$ cat src/hdl/nebula_pkg.sv
// ##########################################################
// Shuttle harness shared types
// ##########################################################
package nebula_pkg;

    // Wishbone widths
    typedef logic [31:0] wb_addr_t;
    typedef logic [31:0] wb_data_t;
    typedef logic [3:0]  wb_sel_t;
    typedef logic [13:0] word_ofs_t;    // adr[15:2] inside a slave

    // Pads and logic analyzer
    localparam int NUM_PADS  = 38;
    localparam int NUM_LANES = 4;
    localparam int LANE_W    = 32;
    localparam int LA_W      = NUM_LANES * LANE_W;

    typedef logic [NUM_PADS-1:0] gpio_vec_t;
    typedef logic [LA_W-1:0]     la_vec_t;

    typedef logic [3:0] team_idx_t;     // 0 is no team, 1..15 a team

    // Address regions from adr[19:16]
    typedef logic [3:0] region_t;
    localparam region_t REGION_SRAM      = 4'd0;
    localparam region_t REGION_GPIO      = 4'd1;
    localparam region_t REGION_LA        = 4'd2;
    localparam region_t REGION_TEAM_BASE = 4'd3;    // Team n sits at region 2+n

    // Merge a write into the old word by byte lane
    function automatic wb_data_t byte_merge(wb_data_t old_w, wb_data_t new_w, wb_sel_t sel);
        wb_data_t res;
        res = old_w;
        for (int b = 0; b < 4; b++) begin
            if (sel[b])
                res[8*b +: 8] = new_w[8*b +: 8];
        end
        return res;
    endfunction

endpackage

$ cat src/hdl/team_sample.sv
`timescale 1ns/100ps
// ##########################################################
// Sample team counter project
// ##########################################################
module team_sample #(
    parameter int TEAM_ID = 1
) (
    input  logic                  wb_clk_i,
    input  logic                  rst_n_i,
    input  logic                  wbs_cyc_i,
    input  logic                  wbs_stb_i,
    input  logic                  wbs_we_i,
    input  nebula_pkg::wb_sel_t   wbs_sel_i,
    input  nebula_pkg::wb_addr_t  wbs_adr_i,
    input  nebula_pkg::wb_data_t  wbs_dat_i,
    input  nebula_pkg::gpio_vec_t gpio_in_i,
    output logic                  wbs_ack_o,
    output nebula_pkg::wb_data_t  wbs_dat_o,
    output nebula_pkg::gpio_vec_t gpio_out_o,
    output nebula_pkg::gpio_vec_t gpio_oeb_o,
    output nebula_pkg::la_vec_t   la_data_out_o
);

    logic [1:0]            ctrl_q;          // Bit 0 count, bit 1 drive pads
    nebula_pkg::wb_data_t  count_q;
    nebula_pkg::word_ofs_t ofs;
    nebula_pkg::wb_data_t  rd_word;
    nebula_pkg::wb_data_t  wr_word;
    logic                  req;
    logic                  hit;
    logic                  served_q;

    assign ofs     = wbs_adr_i[15:2];
    assign req     = wbs_cyc_i & wbs_stb_i;
    assign hit     = req & ~wbs_ack_o & ~served_q;
    assign wr_word = nebula_pkg::byte_merge(rd_word, wbs_dat_i, wbs_sel_i);

    always_comb begin
        case (ofs)
            14'd0:   rd_word = nebula_pkg::wb_data_t'(ctrl_q);
            14'd1:   rd_word = count_q;
            14'd2:   rd_word = gpio_in_i[31:0];     // Low pads only
            default: rd_word = '0;
        endcase
    end

    always_ff @(posedge wb_clk_i or negedge rst_n_i) begin
        if (!rst_n_i) begin
            wbs_ack_o <= 1'b0;
            served_q  <= 1'b0;
            ctrl_q    <= '0;
            count_q   <= '0;
        end else begin
            wbs_ack_o <= hit;
            served_q  <= req & (wbs_ack_o | served_q);
            if (hit && wbs_we_i && ofs == '0)
                ctrl_q <= wr_word[1:0];
            if (ctrl_q[0])
                count_q <= count_q + 32'd1;     // Free-running while enabled
        end
    end

    always_ff @(posedge wb_clk_i) begin
        if (hit)
            wbs_dat_o <= rd_word;
    end

    assign gpio_out_o = nebula_pkg::gpio_vec_t'(count_q);
    assign gpio_oeb_o = {nebula_pkg::NUM_PADS{~ctrl_q[1]}};    // Low drives

    // Lanes 3..0: ctrl, id, ~count, count
    assign la_data_out_o = {nebula_pkg::wb_data_t'(ctrl_q),
                            nebula_pkg::wb_data_t'(TEAM_ID),
                            ~count_q,
                            count_q};

endmodule

$ cat config.mk
export PLATFORM = sky130hd
export DESIGN_NAME = team_sample
export DESIGN_NICKNAME = d
export VERILOG_FILES = /design/src/hdl/nebula_pkg.sv /design/src/hdl/team_sample.sv
export SDC_FILE = /design/constraint.sdc
export NUM_CORES = 1
export LEC_CHECK = 0
export BUFFER_PORTS_ARGS = -buffer_cell sky130_fd_sc_hd__buf_2
export CORE_AREA = 2 2 137 139
export CTS_CLUSTER_DIAMETER = 30
export DETAILED_ROUTE_END_ITERATION = 6
export DIE_AREA = 0 0 139 141
export PLACE_DENSITY = 0.61
export SYNTH_ARGS = -nofsm -noshare
export SYNTH_HDL_FRONTEND = slang
export SYNTH_SLANG_ARGS = --single-unit
$ cat constraint.sdc
create_clock -name wb_clk_i -period 8.45 [get_ports wb_clk_i]
set_clock_uncertainty 0.15 [all_clocks]
set_input_delay 0.4225 -clock wb_clk_i [delete_from_list [all_inputs] [get_ports wb_clk_i]]
set_output_delay 0.4225 -clock wb_clk_i [all_outputs]
set_load 0.02 [all_outputs]
; ---- Word level (Yosys, flattened, before mapping)
; Index checks and enable logic that the tools add are counted.
[word_totals]
out_inout_bits = 237
in_bits = 111
register_bits = 68
word_cells = 22
[classes]
mux = 2
addsub = 1
reduce_logical = 3
eq_ne = 2
bitwise_logic = 9
[ops]
columns = operator, n
row1 = $pmux 32 s3, 1
row2 = $add 32x1->32 const B, 1
row3 = $not 32->32, 1
row4 = $eq 14x1->1 const B, 1
row5 = $eq 14x2->1 const B, 1
row6 = $logic_not 14->1, 1
row7 = $and 1x1->1, 4
row8 = $not 1->1, 3
row9 = $logic_and 1x1->1, 2
row10 = $mux 2, 1
row11 = $or 1x1->1, 1

; ---- Logic depth before layout (Yosys ltp)
; Gate-level depths: netlist of the first run.
[logic_depth]
word_depth = 5
mapped_depth = 5

; ---- Least setup slack after synthesis of the first run
; No wires, ideal clock.
[synth_timing]
path_type = flip-flop to flip-flop
startpoint = register wbs_ack_o
endpoint = register ctrl_q[0]
path_slack_ns = 3.309
path_buffers = 0
stages_incl_launch_ff = 5
t_arrival_ns = 4.865
setup_ns = 0.126
path_cell_list = dfrtp_1 nor4bb_1 nand3_1 or2_2 o32a_1
[synth_via]
elab_chain_cells = 5
[synth_lines]
columns = element, line
row1 = "start, declared", team_sample.sv:17  ; output logic wbs_ack_o,
row2 = "start signal, assigned", team_sample.sv:54  ; wbs_ack_o <= hit;
row3 = $not 1->1, team_sample.sv:35  ; assign hit = req & ~wbs_ack_o & ~served_q;
row4 = $and 1x1->1 (2 in a row), team_sample.sv:35
row5 = via hit, team_sample.sv:30  ; logic hit;
row6 = $logic_and 1x1->1 (2 in a row), team_sample.sv:56  ; if (hit && wbs_we_i && ofs == '0)
row7 = "end signal, assigned", team_sample.sv:57  ; ctrl_q <= wr_word[1:0];
row8 = "end, declared", team_sample.sv:24  ; logic [1:0] ctrl_q;
; The timed path passes the listed nets, and every way through them passes these cells.
; A chain may end at the register's enable or synchronous reset.

; ---- Final worst setup path of the first run
[layout_timing]
startpoint = register count_q[13]
endpoint = register count_q[31]
[layout_via]
elab_chain_cells = 1
[layout_lines]
columns = element, line
row1 = "start, declared", team_sample.sv:25  ; nebula_pkg::wb_data_t count_q;
row2 = "start signal, assigned", team_sample.sv:59  ; count_q <= count_q + 32'd1;
row3 = $add 32x1->32, team_sample.sv:59
; Every way passes these cells.

==> results of run 1 <==
[per-layer routing]
layer	GRT usage, %	share of wire, %	up-vias
met4	4.73	1.7	0
met2	17.2	48	161
met1	13.2	43	1460
met5	0	0	-
li1	-	-	1440
met3	2.89	8.1	14
[kinds of logic after synthesis]
group	synth area share, %
buffers and inverters	29.2
AND/OR/NAND/NOR	10.3
flip-flops	45.3
AO/OA/AOI/OAI	8.15
XOR/XNOR	6.60
other	0.183
adder cells (fa/ha/maj)	0.304
[worst reg2reg max path, cell delays in order, from the launching register on]
cell and delay (ns):
dfrtp_1 0.57, nand3_1 0.22, nor4_2 1.02, nand4_1 0.23, xnor2_1 0.18
[area by class of cell]
type,instances,area [um^2]
repair buffers,223,1120
flip-flops and latches,68,1860
well taps,234,293
fillers,1979,13200
inverters,34,128
clock inverters,5,83.8
multi-input cells,208,1330
clock buffers,11,243
[state kept, by name, summed over array words and instances, names as in the netlist]
register / count
count_q: 32
served_q: 1
wbs_dat_o: 32
wbs_ack_o: 1
ctrl_q: 2
[synth_stat cells, types with 4 or more instances]
library cell  count  area share, %
a22o_1           30            6.4
buf_2             5           0.61
buf_4           138             25
dfrtp_1          36             22
edfxtp_1         32             23
inv_1            34            3.1
nand2_1           8           0.73
nand3_1          12            1.5
nand4_1          13            2.0
nor2_1            7           0.64
nor2b_1           4           0.61
nor3_1            8           0.97
nor4_1            5           0.76
xnor2_1          30            6.4
[where the power goes]
group | internal [mW] | switching [mW]
logic | 0.0159 | 0.0526
clock network | 0.268 | 0.148
registers | 0.354 | 0.00198
[worst min path at each step]
stage / from / to / slack [ns] / cells past startpoint
floorplan: rst_n_i / count_q[0]$_DFFE_PN0P_ / -0.02 / 0
detailed placement: count_q[31]$_DFFE_PN0P_ / count_q[31]$_DFFE_PN0P_ / 0.39 / 1
global route: rst_n_i / count_q[27]$_DFFE_PN0P_ / 0.12 / 1
CTS: rst_n_i / count_q[27]$_DFFE_PN0P_ / 0.06 / 1
global placement: count_q[31]$_DFFE_PN0P_ / count_q[31]$_DFFE_PN0P_ / 0.38 / 1
finish: rst_n_i / count_q[27]$_DFFE_PN0P_ / 0.05 / 1
[cell usage in the layout, fill, tap and decap left out, types with 2 or more instances in the layout]
master,Yosys,layout
nor3_1,8,8
edfxtp_1,32,32
a221oi_1,2,2
nand2_1,8,8
nand4_1,13,13
nor2_1,7,7
a22o_1,30,30
nand3_1,12,12
buf_2,5,222
o32a_1,2,2
bufinv_16,0,2
clkbuf_16,0,9
nor2b_1,4,2
and3_1,3,3
and4_1,3,3
clkinvlp_4,0,2
nor4_1,5,5
a222oi_1,2,2
dfrtp_1,36,36
inv_1,34,34
nor2b_4,0,2
conb_1,2,68
xnor2_1,30,30
[per-stage QoR]
stage          total power [mW]  cell area, um^2  cells
3_5_place_dp              0.431             4730    767
6_report                  0.840             5060    783
3_3_place_gp              0.430             4730    767
5_1_grt                   0.870             5060    783
2_1_floorplan             0.428             4360    456
4_1_cts                   0.857             5060    783
==> results by group, run 1 <==
Logic synthesis
  • Async set or reset register ratio after synthesis: a little over half
  • Synth warn: 0
  • EDFF count, synth: 32
  • Count of cell types in the netlist: 32
  • Post-synthesis area per instance: 10.5 um^2
  • Syn Inst Count: 390
  • Synth Register Bits: between 60 and 70
  • Cell Area, Synth: 4110 um^2
  • Sequential area share after synthesis: 45.3%
  • Main flop type after synthesis: dfrtp_1

Global route
  • Initial antenna violation count: 0
  • GR Util All Layers: 10.6%
  • Vias in the first global route: around 2.6k
  • Largest net degree at the start of global routing: 39
  • First-pass GRT wire length: around 16 mm
  • Total grt overflow: 0

Timing
  • Tcrit/Tclk final: 29.3%
  • RSZ-0062 raised after global routing: false
  • Setup Viol. Count Final: 0
  • Fmax: 403 MHz
  • Hold WS: 0.0479 ns
  • Slew Viols, Final: 0
  • Final min period: 2.48 ns
  • Slew @ Worst Pin: around 1.2 ns
  • Max-slew headroom: 18.1%
  • Setup ws final: approximately 6.0 ns
  • Final hold vios: 0
  • Fin Setup TNS: 0 ns

Finish
  • Syn-to-layout area delta: 22.9%
  • Fin util: 27.7%
  • Share of cells above drive strength 1: 44.6%
  • N_diodes: 0
  • Layout Nets: 656

Clocking
  • CTS resizes: 0
  • CTS tree: yes
  • Clk root buf: clkbuf_16
  • Max Root-Sink Buffers: 2
  • Worst skew pair latency: 0.34 ns
  • # hold bufs at CTS: 0
  • CTS Buf Count: 9
  • Postcts setup bufs: 0
  • Clock sink total: between 60 and 70
  • Reg clk slew, reported paths: approximately 0.060 ns
  • Max H-tree Level: 3

Critical path
  • CP cell instances: nand3_1, nor4_2, nand4_1, xnor2_1
  • CP endpoint: count_q[31]$_DFFE_PN0P_
  • WS Path Type: reg2reg
  • Worst Setup End Kind: flop
  • Crit Reg-Reg Startpoint: count_q[13]$_DFFE_PN0P_
  • Startpoint types: flop
  • Crit-path max cell delay: 1.01 ns
  • R2r endpoint: count_q[31]$_DFFE_PN0P_
  • WP data arrival: between 2 and 3 ns
  • WP depth: 4
  • R2r setup slk: 5.97 ns
  • Highest-delay cell along the critical path: nor4_2
  • CP Max Fanout: 13
  • Crit path launch: count_q[13]$_DFFE_PN0P_
  • Critical path buffers and inverters: 0
  • CP required: 8.52 ns
  • Crit path max-delay family: simple AND/OR/NAND/NOR gates
  • Reg2Reg Depth: 4

Die
  • Die Span X: 139 um
  • Chip Height: 141 um
  • IO Pins: 348
  • Core Region: 18,300 um^2
  • FP Rows: 50
  • Die footprint: 19,600 um^2
  • Initial Util: 22.5%

Routing
  • Antenna Nets Post-Route: 0
  • Via Count: 3,075
  • DRT Pass-1 Iters: 4
  • Initial drt markers: roughly 220
  • Wirelength per Cell: 14.1 um
  • Final WL: 11.0 mm
  • DRC viols: 0
  • Mean number of vias per cell: roughly 3.9

Placement
  • Worst slack at placement: 5.87 ns
  • Routability cong.: about 0.7
  • Post-DP HPWL: between 8 and 9 mm
  • PortBufs: 222

Pwr
  • Worst vdd ir: around 0.083 mV
  • Pleak: about 2.3 nW
  • Pwr dens: 166 nW/um^2

Run
  • Max capacitance violation total: 0

Run status
  • Status: finished, final reports clean

Worst hold path
  • Hold crit path type: in2async
(Power assumes the default switching activity.)
==> run 2: changes to the inputs <==
- PLACE_DENSITY: 0.61 -> 0.63
- clock period: 8.45 -> 2.21 ns (I/O delays scaled with it)
==> run 2 against run 1 <==
Global-route usage grew 0.83 points. Register-to-register slack lost 5.8 ns. Total power grew to 4.0 times the previous value. Sequential power grew to 3.8 times the previous value. Clock power grew to 4.0 times the previous value. Utilization grew 2.9 points. Non-clock buffer count grew 51. Clock-buffer cell count shrank 1.
==> results by group, run 2 (synthesized netlist as in run 1, its figures left out) <==
Placement
  • Area after DPL: 4860 um^2 (+2.8%)
  • Worst slack at placement: 0.200 ns (-5.67 ns)
  • PortBufs: 222 (unchanged)
  • Post-DP HPWL: 8.85 mm (+8.3%)
  • Cell total after placement: 781 (+1.8%)
  • Routability cong.: 0.737 (+5.5%)

Global route
  • Largest net degree at the start of global routing: 39 (unchanged)
  • Initial antenna violation count: 0 (unchanged)
  • First-pass GRT wire length: 17.2 mm (+11%)
  • GR Util All Layers: 11.4% (+0.83 points)
  • Total grt overflow: 0 (unchanged)
  • Vias in the first global route: 2,938 (+14%)

Routing
  • DRT Pass-1 Iters: 6 (+2)
  • Final WL: 11.8 mm (+6.8%)
  • Antenna Nets Post-Route: 0 (unchanged)
  • Via Count: 3,240 (+5.4%)
  • Wirelength per Cell: 14.1 um (+0.27%)
  • Mean number of vias per cell: 3.88 (-1.1%)
  • Initial drt markers: 137 (-37%)
  • DRC viols: 0 (unchanged)

Critical path
  • CP Max Fanout: 7 (-6)
  • Critical Path Most Common Cell: nand4_1
  • CP cell instances: nand4_1, nor4_1, nand4_1, xnor2_1
  • WP data arrival: 2.05 ns (-0.50 ns)
  • WS Path Type: reg2reg
  • Worst Setup End Kind: flop
  • Startpoint types: flop
  • Highest-delay cell along the critical path: nor4_1
  • Crit-path max cell delay: 0.60 ns (-0.41 ns)
  • CP required: 2.27 ns (-6.25 ns)

Clocking
  • CTS Buf Count: 9 (unchanged)
  • CTS resizes: 0 (unchanged)
  • Max Root-Sink Buffers: 2 (unchanged)
  • Clock sink total: 68 (unchanged)
  • CTS tree: yes
  • Max H-tree Level: 3 (unchanged)
  • Postcts setup bufs: 0 (unchanged)
  • # hold bufs at CTS: 37 (+37)
  • Worst skew pair latency: 0.33 ns (about the same)
  • Clk root buf: clkbuf_16
  • Reg clk slew, reported paths: 0.06 ns (about the same)

Timing
  • Final hold vios: 0 (unchanged)
  • RSZ-0062 raised after global routing: false
  • Max-slew headroom: 44.3% (+26 points)
  • Setup ws final: 0.220 ns (-5.75 ns)
  • Fin Setup TNS: 0 ns (unchanged)
  • Tcrit/Tclk final: 90.0% (+61 points)
  • Setup Viol. Count Final: 0 (unchanged)
  • Final min period: 1.99 ns (-0.489 ns)
  • Slew Viols, Final: 0 (unchanged)
  • Slew @ Worst Pin: 0.835 ns (-0.383 ns)
  • Fmax: 502 MHz (+25%)

Finish
  • Final Instance Area: 5590 um^2 (+10%)
  • Share of cells above drive strength 1: 43.5% (-1.1 points)
  • Syn-to-layout area delta: 35.8%
  • Most frequent cells in the layout: buf_2 (222), conb_1 (68), dlygate4sd3_1 (37)
  • Fillers: 1,913 (-3.3%)
  • Layout Cells excl Fill: 834 (+6.5%)
  • Layout Nets: 707 (+7.8%)
  • N_diodes: 0 (unchanged)
  • Regs by FF count: count_q: 32 flops, wbs_dat_o: 32 flops, ctrl_q: 2 flops
  • Most common cell after layout, fill and taps aside: buf_2

Run
  • Max capacitance violation total: 0 (unchanged)

Die
  • FP Rows: 50 (unchanged)
  • IO Pins: 348 (unchanged)
  • Die footprint: 19,600 um^2 (unchanged)
  • Die Span X: 139 um (unchanged)
  • Core Region: 18,300 um^2 (unchanged)
  • Chip Height: 141 um (unchanged)
  • Initial Util: 22.5% (unchanged)

Run status
  • Status: finished, final reports clean

Pwr
  • Tot Pwr: 3.36 mW (+300%)
  • Pwr dens: 601 nW/um^2 (+260%)
  • Worst vdd ir: 0.294 mV (+260%)
  • Pleak: 2.60 nW (+11%)

Worst hold path
  • Hold crit path type: in2reg
-- run 2: worst paths after layout --
| path | depth (start not counted) | slack [ns] | start | to |
|---|---|---|---|---|
| max | 4 | 0.22 | count_q[4]$_DFFE_PN0P_ | count_q[17]$_DFFE_PN0P_ |
| min reg2reg | 1 | 0.40 | count_q[31]$_DFFE_PN0P_ | count_q[31]$_DFFE_PN0P_ |
| max reg2reg | 4 | 0.22 | count_q[4]$_DFFE_PN0P_ | count_q[17]$_DFFE_PN0P_ |
| max in group asynchronous | 2 | 1.07 | rst_n_i | wbs_ack_o$_DFF_PN0_ |
| min | 3 | 0.03 | gpio_in_i[0] | wbs_dat_o[0]$_DFFE_PN_ |
| min in group asynchronous | 2 | 0.28 | rst_n_i | wbs_ack_o$_DFF_PN0_ |
-- run 2: area by class of cell --
type	count	area [um^2]	area share, %
well taps	234	293	5.24
inverters	34	128	2.28
clock buffers	10	239	4.28
repair buffers	274	1620	29.0
flip-flops and latches	68	1860	33.4
multi-input cells	208	1330	23.9
clock inverters	6	111	1.99
-- run 2: layer usage --
| layer | vias up | track usage [%] | part of all wire [%] |
|---|---|---|---|
| li1 | 1535 | - | - |
| met1 | 1532 | 13.9 | 42 |
| met2 | 160 | 19.3 | 49 |
| met3 | 13 | 3.46 | 7.9 |
| met4 | 0 | 3.88 | 1.4 |
| met5 | - | 0 | 0 |
-- run 2: worst max-delay path: cells and delay by family, from the launching register on --
kind | cells | cell delay [ns]
xor gates and xnor gates | 1 | 0.16
DFF | 1 | 0.49
and+or+nand+nor | 3 | 1.08
-- run 2: stage by stage --
| stage | hold WS [ns] | util (%) |
|---|---|---|
| 2_1_floorplan | -0.335 | - |
| 3_3_place_gp | 0.112 | 26.6 |
| 3_5_place_dp | 0.111 | 26.6 |
| 4_1_cts | 0.0165 | 30.6 |
| 5_1_grt | 0.0364 | 30.6 |
| 6_report | 0.0336 | 30.6 |
-- run 2: power breakdown --
group | total, mW | internal [mW] | leakage, nW | switching, mW
clock | 1.68 | 1.13 | 0.169 | 0.543
combinational | 0.321 | 0.106 | 1.64 | 0.215
sequential | 1.36 | 1.35 | 0.788 | 0.00731
