==> src/hdl/nebula_pkg.sv <==
// ##########################################################
// Shuttle harness shared types
// ##########################################################
package nebula_pkg;

    // Wishbone widths
    typedef logic [31:0] wb_addr_t;
    typedef logic [31:0] wb_data_t;
    typedef logic [3:0]  wb_sel_t;
    typedef logic [13:0] word_ofs_t;    // adr[15:2] inside a slave

    // Pads and logic analyzer
    localparam int NUM_PADS  = 38;
    localparam int NUM_LANES = 4;
    localparam int LANE_W    = 32;
    localparam int LA_W      = NUM_LANES * LANE_W;

    typedef logic [NUM_PADS-1:0] gpio_vec_t;
    typedef logic [LA_W-1:0]     la_vec_t;

    typedef logic [3:0] team_idx_t;     // 0 is no team, 1..15 a team

    // Address regions from adr[19:16]
    typedef logic [3:0] region_t;
    localparam region_t REGION_SRAM      = 4'd0;
    localparam region_t REGION_GPIO      = 4'd1;
    localparam region_t REGION_LA        = 4'd2;
    localparam region_t REGION_TEAM_BASE = 4'd3;    // Team n sits at region 2+n

    // Merge a write into the old word by byte lane
    function automatic wb_data_t byte_merge(wb_data_t old_w, wb_data_t new_w, wb_sel_t sel);
        wb_data_t res;
        res = old_w;
        for (int b = 0; b < 4; b++) begin
            if (sel[b])
                res[8*b +: 8] = new_w[8*b +: 8];
        end
        return res;
    endfunction

endpackage

==> src/hdl/wb_decoder.sv <==
`timescale 1ns/100ps
// ##########################################################
// Wishbone region decoder
// ##########################################################
module wb_decoder #(
    parameter int NUM_TEAMS = 2
) (
    input  logic                                 wb_clk_i,
    input  logic                                 rst_n_i,
    input  nebula_pkg::wb_addr_t                 wbs_adr_i,
    input  logic                                 wbs_cyc_i,
    input  logic                                 wbs_stb_i,
    input  logic                                 ack_sram_i,
    input  logic                                 ack_gpio_i,
    input  logic                                 ack_la_i,
    input  logic [NUM_TEAMS-1:0]                 ack_team_i,
    input  nebula_pkg::wb_data_t                 dat_sram_i,
    input  nebula_pkg::wb_data_t                 dat_gpio_i,
    input  nebula_pkg::wb_data_t                 dat_la_i,
    input  nebula_pkg::wb_data_t [NUM_TEAMS-1:0] dat_team_i,
    output logic                                 cyc_sram_o,
    output logic                                 cyc_gpio_o,
    output logic                                 cyc_la_o,
    output logic [NUM_TEAMS-1:0]                 cyc_team_o,
    output logic                                 wbs_ack_o,
    output nebula_pkg::wb_data_t                 wbs_dat_o
);

    nebula_pkg::region_t region;
    logic [NUM_TEAMS-1:0] team_hit;     // One-hot team match
    logic                 unmapped;
    logic                 unm_req;
    logic                 unm_ack_q;    // Own ack for dead regions
    logic                 unm_served_q; // Acked, stb still high

    assign region   = wbs_adr_i[19:16];
    assign unmapped = int'(region) >= int'(nebula_pkg::REGION_TEAM_BASE) + NUM_TEAMS;
    assign unm_req  = wbs_cyc_i & wbs_stb_i & unmapped;

    always_comb begin
        for (int t = 0; t < NUM_TEAMS; t++) begin
            team_hit[t] = int'(region) == int'(nebula_pkg::REGION_TEAM_BASE) + t;
        end
    end

    // Only cyc gets steered
    assign cyc_sram_o = wbs_cyc_i & (region == nebula_pkg::REGION_SRAM);
    assign cyc_gpio_o = wbs_cyc_i & (region == nebula_pkg::REGION_GPIO);
    assign cyc_la_o   = wbs_cyc_i & (region == nebula_pkg::REGION_LA);
    assign cyc_team_o = {NUM_TEAMS{wbs_cyc_i}} & team_hit;

    always_ff @(posedge wb_clk_i or negedge rst_n_i) begin
        if (!rst_n_i) begin
            unm_ack_q    <= 1'b0;
            unm_served_q <= 1'b0;
        end else begin
            unm_ack_q    <= unm_req & ~unm_ack_q & ~unm_served_q;   // Single-cycle pulse
            unm_served_q <= unm_req & (unm_ack_q | unm_served_q);   // Clears when stb drops
        end
    end

    // Return path, combinational by region
    always_comb begin
        wbs_ack_o = unm_ack_q;
        wbs_dat_o = '0;                 // Dead regions read zero
        if (region == nebula_pkg::REGION_SRAM) begin
            wbs_ack_o = ack_sram_i;
            wbs_dat_o = dat_sram_i;
        end else if (region == nebula_pkg::REGION_GPIO) begin
            wbs_ack_o = ack_gpio_i;
            wbs_dat_o = dat_gpio_i;
        end else if (region == nebula_pkg::REGION_LA) begin
            wbs_ack_o = ack_la_i;
            wbs_dat_o = dat_la_i;
        end
        for (int t = 0; t < NUM_TEAMS; t++) begin
            if (team_hit[t]) begin
                wbs_ack_o = ack_team_i[t];
                wbs_dat_o = dat_team_i[t];
            end
        end
    end

endmodule

==> config.mk <==
export PLATFORM = sky130hd
export DESIGN_NAME = wb_decoder
export DESIGN_NICKNAME = d
export VERILOG_FILES = /design/src/hdl/nebula_pkg.sv /design/src/hdl/wb_decoder.sv
export SDC_FILE = /design/constraint.sdc
export NUM_CORES = 1
export LEC_CHECK = 0
export ABC_AREA = 0
export BUFFER_PORTS_ARGS = -buffer_cell sky130_fd_sc_hd__buf_2
export CELL_PAD_IN_SITES_DETAIL_PLACEMENT = 2
export CELL_PAD_IN_SITES_GLOBAL_PLACEMENT = 2
export CORE_MARGIN = 5
export CORE_UTILIZATION = 13
export CTS_CLUSTER_SIZE = 14
export DETAILED_ROUTE_END_ITERATION = 7
export PLACE_DENSITY_LB_ADDON = 0.2
export REMOVE_ABC_BUFFERS = 1
export SYNTH_ARGS = -nofsm -noshare
export SYNTH_HDL_FRONTEND = slang
export SYNTH_SLANG_ARGS = --single-unit
==> constraint.sdc <==
create_clock -name wb_clk_i -period 1.05 [get_ports wb_clk_i]
set_input_delay 0 -clock wb_clk_i [delete_from_list [all_inputs] [get_ports wb_clk_i]]
set_output_delay 0 -clock wb_clk_i [all_outputs]
set_load 0.005 [all_outputs]
* Word level (Yosys, flattened, before mapping)
Cells that the tools add are included.
Operators by class: bitwise gates (word level) 12, equality and inequality tests 4, reduce and logical (&&, ||, !) cells 1, magnitude comparators 1, mux-type cells 10
Operators by type and width (number):
- $mux 32 | 5
- $and 1x1->1 | 8
- $mux 1 | 5
- $eq 4x1->1 const B | 1
- $eq 4x2->1 const B | 1
- $eq 4x3->1 const B | 1
- $eq 4x4->1 const B | 1
- $ge 4x3->1 const B | 1
- $logic_not 4->1 | 1
- $and 2x2->2 | 1
- $not 1->1 | 2
- $or 1x1->1 | 1
Word-level totals: bits in registers 2, word-level logic and storage cells 30, input port bits 201, output and inout port bits 38

* Longest topological paths before layout
Gate-level depths: netlist (run 1).
depth in word-level cells 6, depth in mapped cells 7, depth with buffers taken out 4

* Least setup slack after synthesis (run 1)
No wires, ideal clock.
kind input port to output port, start in wbs_adr_i[18], end out wbs_dat_o[10], buffers on the path 3, arrival time 0.995 ns, required time 1.050 ns, setup slack 0.055 ns, stages on the path 7, cell sequence buf_6 -> or2_1 -> buf_6 -> nor3_4 -> buf_6 -> a2bb2oi_1 -> o21ai_1
On the way: longest elaborated chain between the ends 6, elaborated cells on any way between the ends 10, classes of those cells 4 x eq/ne; 5 x mux; 1 x reduce/logical
RTL lines:
- start: declaration | line wb_decoder.sv:10 | input nebula_pkg::wb_addr_t wbs_adr_i,
- $eq 4x2->1 | line wb_decoder.sv:72 | end else if (region == nebula_pkg::REGION_LA) begin
- $mux 32 | line wb_decoder.sv:72
- $mux 32 | line wb_decoder.sv:69 | end else if (region == nebula_pkg::REGION_GPIO) begin
- $mux 32 | line wb_decoder.sv:66 | if (region == nebula_pkg::REGION_SRAM) begin
- $mux 32 | line wb_decoder.sv:77 | if (team_hit[t]) begin
- $mux 32 * | line wb_decoder.sv:77
- end: declaration | line wb_decoder.sv:26 | output nebula_pkg::wb_data_t wbs_dat_o
Mark *: on every way between the ends. The rest lies on a longest branch, timed or not.

* Final worst setup path (run 1)
start in wbs_adr_i[17], end out wbs_ack_o
On the way: longest elaborated chain between the ends 6, elaborated cells on any way between the ends 10, classes of those cells 4 x eq/ne; 5 x mux; 1 x reduce/logical
RTL lines:
- $eq 4x2->1 | line wb_decoder.sv:72
- $mux 1 | line wb_decoder.sv:72
- $mux 1 | line wb_decoder.sv:69
- $mux 1 | line wb_decoder.sv:66
- $mux 1 | line wb_decoder.sv:77
- $mux 1 * | line wb_decoder.sv:77
- end: declaration | line wb_decoder.sv:25 | output logic wbs_ack_o,
Marked as above.

==> impl_results.md, run 1 <==
* Required time of the critical path at 1.05 ns
* Fin Setup TNS at -5.834 ns
* Root buf cell: clkbuf_16
* Crit path kind: primary input to primary output
* Grt total ovfl at 0
* Starting DRT DRC Count at 46
* Vert. Die Dim at around 130 um
* Total power at about 2000 uW
* Synth Cell Area at ~1800 sq um
* FP Rows at 43
* Layout cell share with drive strength beyond 1 at between 50% and 60%
* Max Cap Viol at 0
* Final WS setup at -0.2306 ns
* Final nets at slightly above 700
* Aggregate global-route resource usage at approximately 15%
* Period utilization at 122.0%
* Final Hold Viols at 0
* Setup crit end kind: primary output
* Filler cells at 1680
* Kind of start point of the critical path: primary input
* GRT met1 Usage at around a fifth
* Maximum clock path buffer count at 2
* Leakage at between 0.0015 and 0.002 uW
* CP Max Fanout at 15
* Max Freq at around 780 MHz
* Synth area leader: o21a_1
* Worst-path clk slew at 0.03 ns
* Sequential fraction of the synthesis area at roughly 2.8%
* Status: complete, but fails checks
* Clock skew at ~0.0012 ns
* Post-layout util at between 20% and 30%
* #FFs+latches synth at 2
* Number of endpoints failing setup at the final stage at 32
* Grt peak-use layer: met2
* Vias/cell at about 4.5
* Area share of the largest cell type after synthesis at between 20% and 30%
* M3 GR Usage at 2.550%
* Largest cells by area after synthesis: o21a_1 (26%), a2bb2oi_1 (15%), a21oi_1 (8.4%)
* Die Area at about 16000 sq um
* Final ANT Viol Nets at 0
* Cts bufs inserted at 3
* Ys Warns at 0
* Post-DP HPWL at approximately 10000 um
* Pin count of the biggest net entering global routing at 25
* Max Transition Viols Final at 0
* Min Tclk post-route at about 1.3 ns
* Pwr/cell area at around 550 nW/um^2
* Port Buffers at 210
* Area grow syn2layout at 104.4%
* Post-Synthesis Cells at around 290
* Synth cell types at 33
* Die W at between 100 and 150 um
* Peak supply drop at around 0.57 mV
* Io pins at approximately 240
* GR met2 Demand/Resource at 27.16%
* Multi-input gate area in the final layout at 1694 sq um
* Violated checks: negative setup slack
* Final WL at between 10000 and 15000 um
* Antenna violations before repair at 1
* Via count at around 3.1k
* R2r setup slk at about 0.25 ns
* GP Congestion at ~0.81
* DRC Markers at 0
* Vias in the first global route at ~3.4k
* CTS tree: done
* H-tree Lvls at 1
* Core Area at around 14000 sq um
* Drt pass-1 iters at 6
* Worst skew pair latency at approximately 0.22 ns
* Global-route wire length before repair at 19400 um
* Register area at 50.05 sq um
* RSZ-0062 raised after global routing: true
* HP Class: primary input to flop
* Syn avg cell area at between 6 and 7 sq um
* Pre-CTS setup slack at -0.2908 ns
* Slew headroom at 78.82%
* WP data arrival at approximately 1.3 ns
* Slew @ Worst Pin at around 0.32 ns
* Initial Util at a little over an eighth
* Wire per inst at 19.73 um
* Clock Sinks at 2
## cells in the mapped netlist (all sizes together)
| cell type | number |
|---|---|
| a2bb2oi | 30 |
| or3b | 1 |
| a21oi | 30 |
| o221ai | 2 |
| clkbuf | 6 |
| dfrtp | 2 |
| and2 | 2 |
| o21ai | 32 |
| o32ai | 1 |
| a21boi | 1 |
| nand3b | 1 |
| o22ai | 2 |
| a21o | 1 |
| inv | 3 |
| buf | 27 |
| nor3 | 3 |
| or2 | 2 |
| a211oi | 1 |
| nor4 | 1 |
| o21a | 61 |
| a22o | 1 |
| nand3 | 1 |
| nor2b | 1 |
| nand2 | 33 |
| nor2 | 41 |
| a32oi | 2 |
## per-layer routing
metal / wire, um / up-vias
li1: - / 1486
met1: 5993 / 1463
met2: 6617 / 125
met3: 807 / 12
met4: 133 / 0
met5: 0 / -
## worst max-delay path, stage by stage
cell,delay [ns]
buf_8,0.10
or3b_4,0.47
nor2_8,0.17
buf_12,0.17
nor2_1,0.06
a22o_1,0.19
buf_2,0.12
## per-stage QoR
step	cells	hold WS (ns)	cell area, sq um
floorplan	255	-0.2956	1559
global placement	675	-0.2102	3156
detailed placement	675	-0.2088	3156
CTS	682	0.08241	3385
global route	687	0.1067	3670
finish	687	0.09161	3670
## cell type report
cell class / count / area share (%)
multi-input cells: 250 / 46.16
repair buffers: 248 / 43.91
well taps: 180 / 6.137
clock buffers: 3 / 2.046
flip-flops and latches: 2 / 1.364
inverters: 3 / 0.3069
diodes: 1 / 0.06819
## sequential cells by signal, summed over array words and instances, names as in the netlist
| signal | cells |
|---|---|
| unm_served_q | 1 |
| unm_ack_q | 1 |
## kinds of logic after synthesis
family          Yosys count  share of synthesized area [%]
compound gates          164                          62.30
simple gates             86                          21.12
buf+inv                  36                          13.80
flops                     2                          2.788
## placed cells by master (no fill, tap or decap), types with 10 or more instances in the layout
cell,instances
a21oi_1,30
a2bb2oi_2,21
buf_12,11
buf_2,204
buf_4,15
buf_6,10
nand2_1,26
nor2_1,36
o21a_1,61
o21ai_1,30
## repair_timing
item                       4_1_cts  5_1_grt
setup endpoints to repair       36       35
gates cloned                     1        4
setup buffers                    2        2
hold endpoints to repair         2        0
gates resized for setup         29       43
pin swaps                        2       54
hold buffers                     1        0
## worst paths after layout
| check | endpoint | depth (start not counted) | startpoint |
|---|---|---|---|
| max reg2reg | unm_served_q | 3 | unm_ack_q |
| max in group asynchronous | unm_served_q | 2 | rst_n_i |
| max | wbs_ack_o | 7 | wbs_adr_i[17] |
| min | unm_ack_q | 3 | wbs_stb_i |
| min reg2reg | unm_ack_q | 1 | unm_served_q |
| min in group asynchronous | unm_ack_q | 2 | rst_n_i |
## power breakdown
part | internal (uW) | total, uW | switching (uW) | leakage, uW
combinational | 742 | 1350 | 609 | 0.00167
sequential | 80.7 | 82.2 | 1.57 | 0.0000272
clock | 484 | 572 | 87.4 | 0.0000370
(Power assumes the default switching activity.)
==> inputs of run 2 (changes only) <==
--- a/config.mk
+++ b/config.mk
@@ -6,11 +6,12 @@
 export NUM_CORES = 1
 export LEC_CHECK = 0
 export ABC_AREA = 0
+export ABC_CLOCK_PERIOD_IN_PS = 1500
 export BUFFER_PORTS_ARGS = -buffer_cell sky130_fd_sc_hd__buf_2
 export CELL_PAD_IN_SITES_DETAIL_PLACEMENT = 2
 export CELL_PAD_IN_SITES_GLOBAL_PLACEMENT = 2
 export CORE_MARGIN = 5
-export CORE_UTILIZATION = 13
+export CORE_UTILIZATION = 14
 export CTS_CLUSTER_SIZE = 14
 export DETAILED_ROUTE_END_ITERATION = 7
 export PLACE_DENSITY_LB_ADDON = 0.2
==> constraint.sdc (replaced) <==
create_clock -name wb_clk_i -period 1.5 [get_ports wb_clk_i]
set_input_delay 0 -clock wb_clk_i [delete_from_list [all_inputs] [get_ports wb_clk_i]]
set_output_delay 0 -clock wb_clk_i [all_outputs]
set_load 0.005 [all_outputs]
==> impl_results.md, run 2 (synthesis results as in run 1) <==
* Worst skew pair latency at 0.22 ns
* Critical Path Stages at 5
* Top Registers: unm_ack_q x1, unm_served_q x1
* Wire per inst at ~18 um
* Slew @ Worst Pin at around 0.35 ns
* Max Transition Viols Final at 0
* CP max-delay cell: dfrtp_1
* Port Buffers at between 200 and 250
* Leading cell type in the layout, fill and taps excluded: buf_2
* Status: completed
* Crit path kind: flop to primary output
* Final instance area at 3148 sq um
* WL met3 at between 900 and 1000 um
* Area grow syn2layout at 75.33%
* Vert. Die Dim at about 120 um
* R2r worst-path depth at 2
* Met2 Wirelength at a little over 6000 um
* Required time of the critical path at 1.50 ns
* Reg2reg start: unm_ack_q
* Metal1 wirelength at approximately 5000 um
* Dpl cell area at about 3000 sq um
* Min Tclk post-route at 1.381 ns
* R2r setup slk at ~0.64 ns
* Max Freq at between 700 and 800 MHz
* WP data arrival at ~1.4 ns
* Pwr/cell area at approximately 400 nW/um^2
* Grt total ovfl at 0
* Antenna violations before repair at 2
* Core Area at about 13000 sq um
* H-tree Lvls at 1
* FP Rows at 41
* Worst-path clk slew at around 0.030 ns
* Pre-CTS setup slack at 0.01669 ns
* Clock Sinks at 2
* Final Hold Viols at 0
* Period utilization at between 90% and 100%
* Total power at between 1000 and 1500 uW
* Post-DP HPWL at around 9700 um
* Via count at approximately 3k
* DRC Markers at 0
* HP Class: primary input to async pin
* Starting DRT DRC Count at 59
* Aggregate global-route resource usage at between 10% and 20%
* Global-route wire length before repair at roughly 18000 um
* Kind of start point of the critical path: flop
* Io pins at approximately 240
* Max Cap Viol at 0
* Setup crit end kind: primary output
* Leakage at approximately 0.0016 uW
* Final WS setup at around 0.12 ns
* Number of endpoints failing setup at the final stage at 0
* GP Congestion at approximately 0.74
* Worst r2r dst: unm_ack_q
* CTS tree: done
* CP Max Fanout at 4
* RSZ-0062 raised after global routing: false
* Root buf cell: clkbuf_16
* Drt pass-1 iters at 4
* Crit path largest cell delay at 0.37 ns
* Crit path cell chain: nor2b_1, o21a_1, o32ai_1, a22o_1, buf_2
* Vias in the first global route at 3467
* Pin count of the biggest net entering global routing at approximately 40
* Final WL at 12240 um
* Final ANT Viol Nets at 0
* Layout cell share with drive strength beyond 1 at 48.67%
* Slew headroom at 76.47%
* Final nets at between 600 and 700
* Initial Util at approximately 14%
* Crit path max-delay family: compound AO/OA/AOI/OAI gates
* Top layer reached by signal wires: met5
* Cts bufs inserted at 3
* Clock skew at between 0.0004 and 0.0005 ns
* Vias/cell at about 4.6
* Worst path bufs/invs at 1
* Critical path endpoint: wbs_ack_o
* Most frequent cells in the layout: buf_2 (210), o21a_1 (61), nor2_1 (39)
* Maximum clock path buffer count at 2
* Die W at ~120 um
* Peak supply drop at between 0.4 and 0.5 mV
* Die Area at ~15000 sq um
* Critical path origin: unm_ack_q
-- run 2: cell types whose count changed in the layout (fill, tap and decap cells not counted), sizes merged --
cell,change
clkbuf,-2
buf,-15
-- run 2: repair_timing --
| action | 4_1_cts | 5_1_grt |
|---|---|---|
| hold endpoints to repair | 2 | 0 |
| hold buffers | 1 | 0 |
| setup buffers | 0 | 1 |
| resized for setup | 0 | 3 |
| setup endpoints to repair | 0 | 19 |
-- run 2: layout make-up --
type	instances	area [sq um]
fillers	1610	9472
multi-input cells	250	1508
repair buffers	231	1286
well taps	172	215.2
clock buffers	3	75.07
flip-flops and latches	2	50.05
inverters	3	11.26
diodes	1	2.502
-- run 2: per-layer routing --
metal | global-route usage, % | vias up
met5 | 0 | -
met4 | 2.007 | 2
met3 | 3.568 | 10
li1 | - | 1451
met2 | 28.17 | 121
met1 | 17.22 | 1434
-- run 2: worst min-delay path by stage --
| stage | end | startpoint | slack [ns] |
|---|---|---|---|
| finish | unm_served_q | rst_n_i | 0.09 |
| global route | unm_ack_q | rst_n_i | 0.12 |
| CTS | unm_served_q | rst_n_i | 0.09 |
| detailed placement | unm_ack_q | rst_n_i | -0.21 |
| global placement | unm_served_q | rst_n_i | -0.21 |
| floorplan | unm_ack_q | rst_n_i | -0.30 |
-- run 2: where the power goes --
part / internal (uW) / total, uW / leakage (uW) / switching (uW)
clock network: 340 / 405 / 0.0000370 / 65.3
registers: 56.5 / 58.4 / 0.0000272 / 1.91
logic: 427 / 794 / 0.00149 / 367
-- run 2: stage by stage --
stage               hold WS (ns)  instances  TNS [ns]  util, %
floorplan                -0.2956        255    -1.358        -
global placement         -0.2129        655         0    23.91
detailed placement       -0.2107        655         0    23.91
CTS                      0.09133        659         0    24.59
global route              0.1150        662         0    24.95
finish                   0.09012        662         0    24.95
==> inputs of run 3 (changes only) <==
--- a/config.mk
+++ b/config.mk
@@ -15,6 +15,7 @@
 export CTS_CLUSTER_SIZE = 14
 export DETAILED_ROUTE_END_ITERATION = 7
 export PLACE_DENSITY_LB_ADDON = 0.2
+export RECOVER_POWER = 100
 export REMOVE_ABC_BUFFERS = 1
 export SYNTH_ARGS = -nofsm -noshare
 export SYNTH_HDL_FRONTEND = slang
==> impl_results.md, run 3 (synthesis results as in run 1) <==
* Status: completed
* Min Tclk post-route at 1.384 ns
* Core Area at around 13000 sq um
* Max Cap Viol at 0
* Required time of the critical path at approximately 1.5 ns
* Post-layout util at 24.74%
* HP Class: primary input to async pin
* Final WL at about 12000 um
* RSZ-0062 raised after global routing: false
* CP Max Fanout at 17
* Grt total ovfl at 0
* Leading cell type in the layout, fill and taps excluded: buf_2
* Slew headroom at between 70 and 80%
* Worst-path clk slew at 0.03 ns
* Aggregate global-route resource usage at between 10% and 20%
* Area grow syn2layout at 73.87%
* Kind of start point of the critical path: primary input
* Port Buffers at 210
* Via count at 3014
* Number of endpoints failing setup at the final stage at 0
* Final nets at slightly below 700
* Drt pass-1 iters at 4
* Wire per inst at about 18 um
* Cts bufs inserted at 3
* CTS tree: done
* Clock Sinks at 2
* Top Registers: unm_ack_q x1, unm_served_q x1
* Pwr/cell area at roughly 400 nW/um^2
* Post-DP HPWL at 9698 um
* WP data arrival at 1.38 ns
* Vias in the first global route at around 3.5k
* Initial Util at approximately 14%
* Clock skew at 0.0001491 ns
* Antenna violations before repair at 2
* Max Freq at between 700 and 800 MHz
* Pin count of the biggest net entering global routing at between 40 and 50
* Global-route wire length before repair at ~18000 um
* Vias/cell at 4.553
* Die Area at 15190 sq um
* Filler cells at approximately 1.6k
* Most frequent cells in the layout: buf_2 (193), o21a_1 (61), nor2_1 (39)
* Peak supply drop at approximately 0.5 mV
* Slew @ Worst Pin at ~0.44 ns
* H-tree Lvls at 1
* FP Rows at 41
* Total power at 1245 uW
* Vert. Die Dim at ~120 um
* Root buf cell: clkbuf_16
* Final ANT Viol Nets at 0
* Leakage at 0.001482 uW
* Io pins at approximately 240
* Starting DRT DRC Count at 55
* GP Congestion at 0.7356
* Period utilization at between 90% and 100%
* DRC Markers at 0
* Worst skew pair latency at around 0.22 ns
* Layout cell share with drive strength beyond 1 at 45.19%
* Setup crit end kind: primary output
* Max Transition Viols Final at 0
* Maximum clock path buffer count at 2
* Final Hold Viols at 0
* Die W at approximately 120 um
* Crit path kind: primary input to primary output
==> run 3: repair_timing <==
action | CTS | global route
hold buffers | 1 | 0
setup buffers | 0 | 1
endpoints found under the hold margin | 2 | 0
setup endpoints to repair | 0 | 19
gates resized for setup | 0 | 3
==> run 3: layout make-up <==
class	count	area, sq um	share of cell area (%)
diodes	1	2.502	0.08016
clock buffers	3	75.07	2.405
inverters	3	11.26	0.3607
multi-input cells	250	1508	48.30
flip-flops and latches	2	50.05	1.603
well taps	172	215.2	6.894
repair buffers	231	1260	40.36
==> run 3: worst max-delay path, stage by stage <==
cell,delay (ns)
buf_2,0.12
buf_4,0.21
nor2_4,0.32
buf_12,0.20
a21oi_1,0.07
a2bb2oi_1,0.13
o21ai_1,0.17
buf_2,0.14
==> run 3: metrics by stage <==
stage | area [sq um] | hold slack, ns | cells | TNS, ns | setup slack [ns]
2_1_floorplan | 1559 | -0.2956 | 255 | -1.358 | -0.06095
3_3_place_gp | 3018 | -0.2129 | 655 | 0 | 0.07546
3_5_place_dp | 3018 | -0.2107 | 655 | 0 | 0.01669
4_1_cts | 3103 | 0.09133 | 659 | 0 | 0.01085
5_1_grt | 3122 | 0.1243 | 662 | 0 | 0.001731
6_report | 3122 | 0.1019 | 662 | 0 | 0.1156
==> run 3: report_power, final <==
group / leakage [uW] / switching (uW) / internal (uW) / total (uW)
clock: 0.0000370 / 64.4 / 339 / 404
sequential: 0.0000272 / 1.95 / 56.5 / 58.4
combinational: 0.00142 / 367 / 416 / 783
total: 0.00148 / 433 / 812 / 1250
==> run 3: final timing paths <==
path / from / cells past startpoint / end / slack (ns)
setup / recovery: wbs_adr_i[17] / 8 / wbs_dat_o[13] / 0.12
hold / removal: rst_n_i / 2 / unm_ack_q / 0.10
setup reg to reg: unm_ack_q / 2 / unm_ack_q / 0.64
hold reg to reg: unm_served_q / 1 / unm_ack_q / 0.47
max in group asynchronous: rst_n_i / 2 / unm_served_q / 1.26
min in group wb_clk_i: wbs_stb_i / 3 / unm_served_q / 0.13
==> run 3: metal layers <==
| layer | global-route usage [%] | share of wire, % | routed length (um) |
|---|---|---|---|
| met1 | 17.22 | 41 | 4996 |
| met5 | 0 | 0.11 | 13 |
| met3 | 3.568 | 7.6 | 924 |
| met4 | 2.007 | 0.79 | 97 |
| met2 | 28.17 | 51 | 6184 |
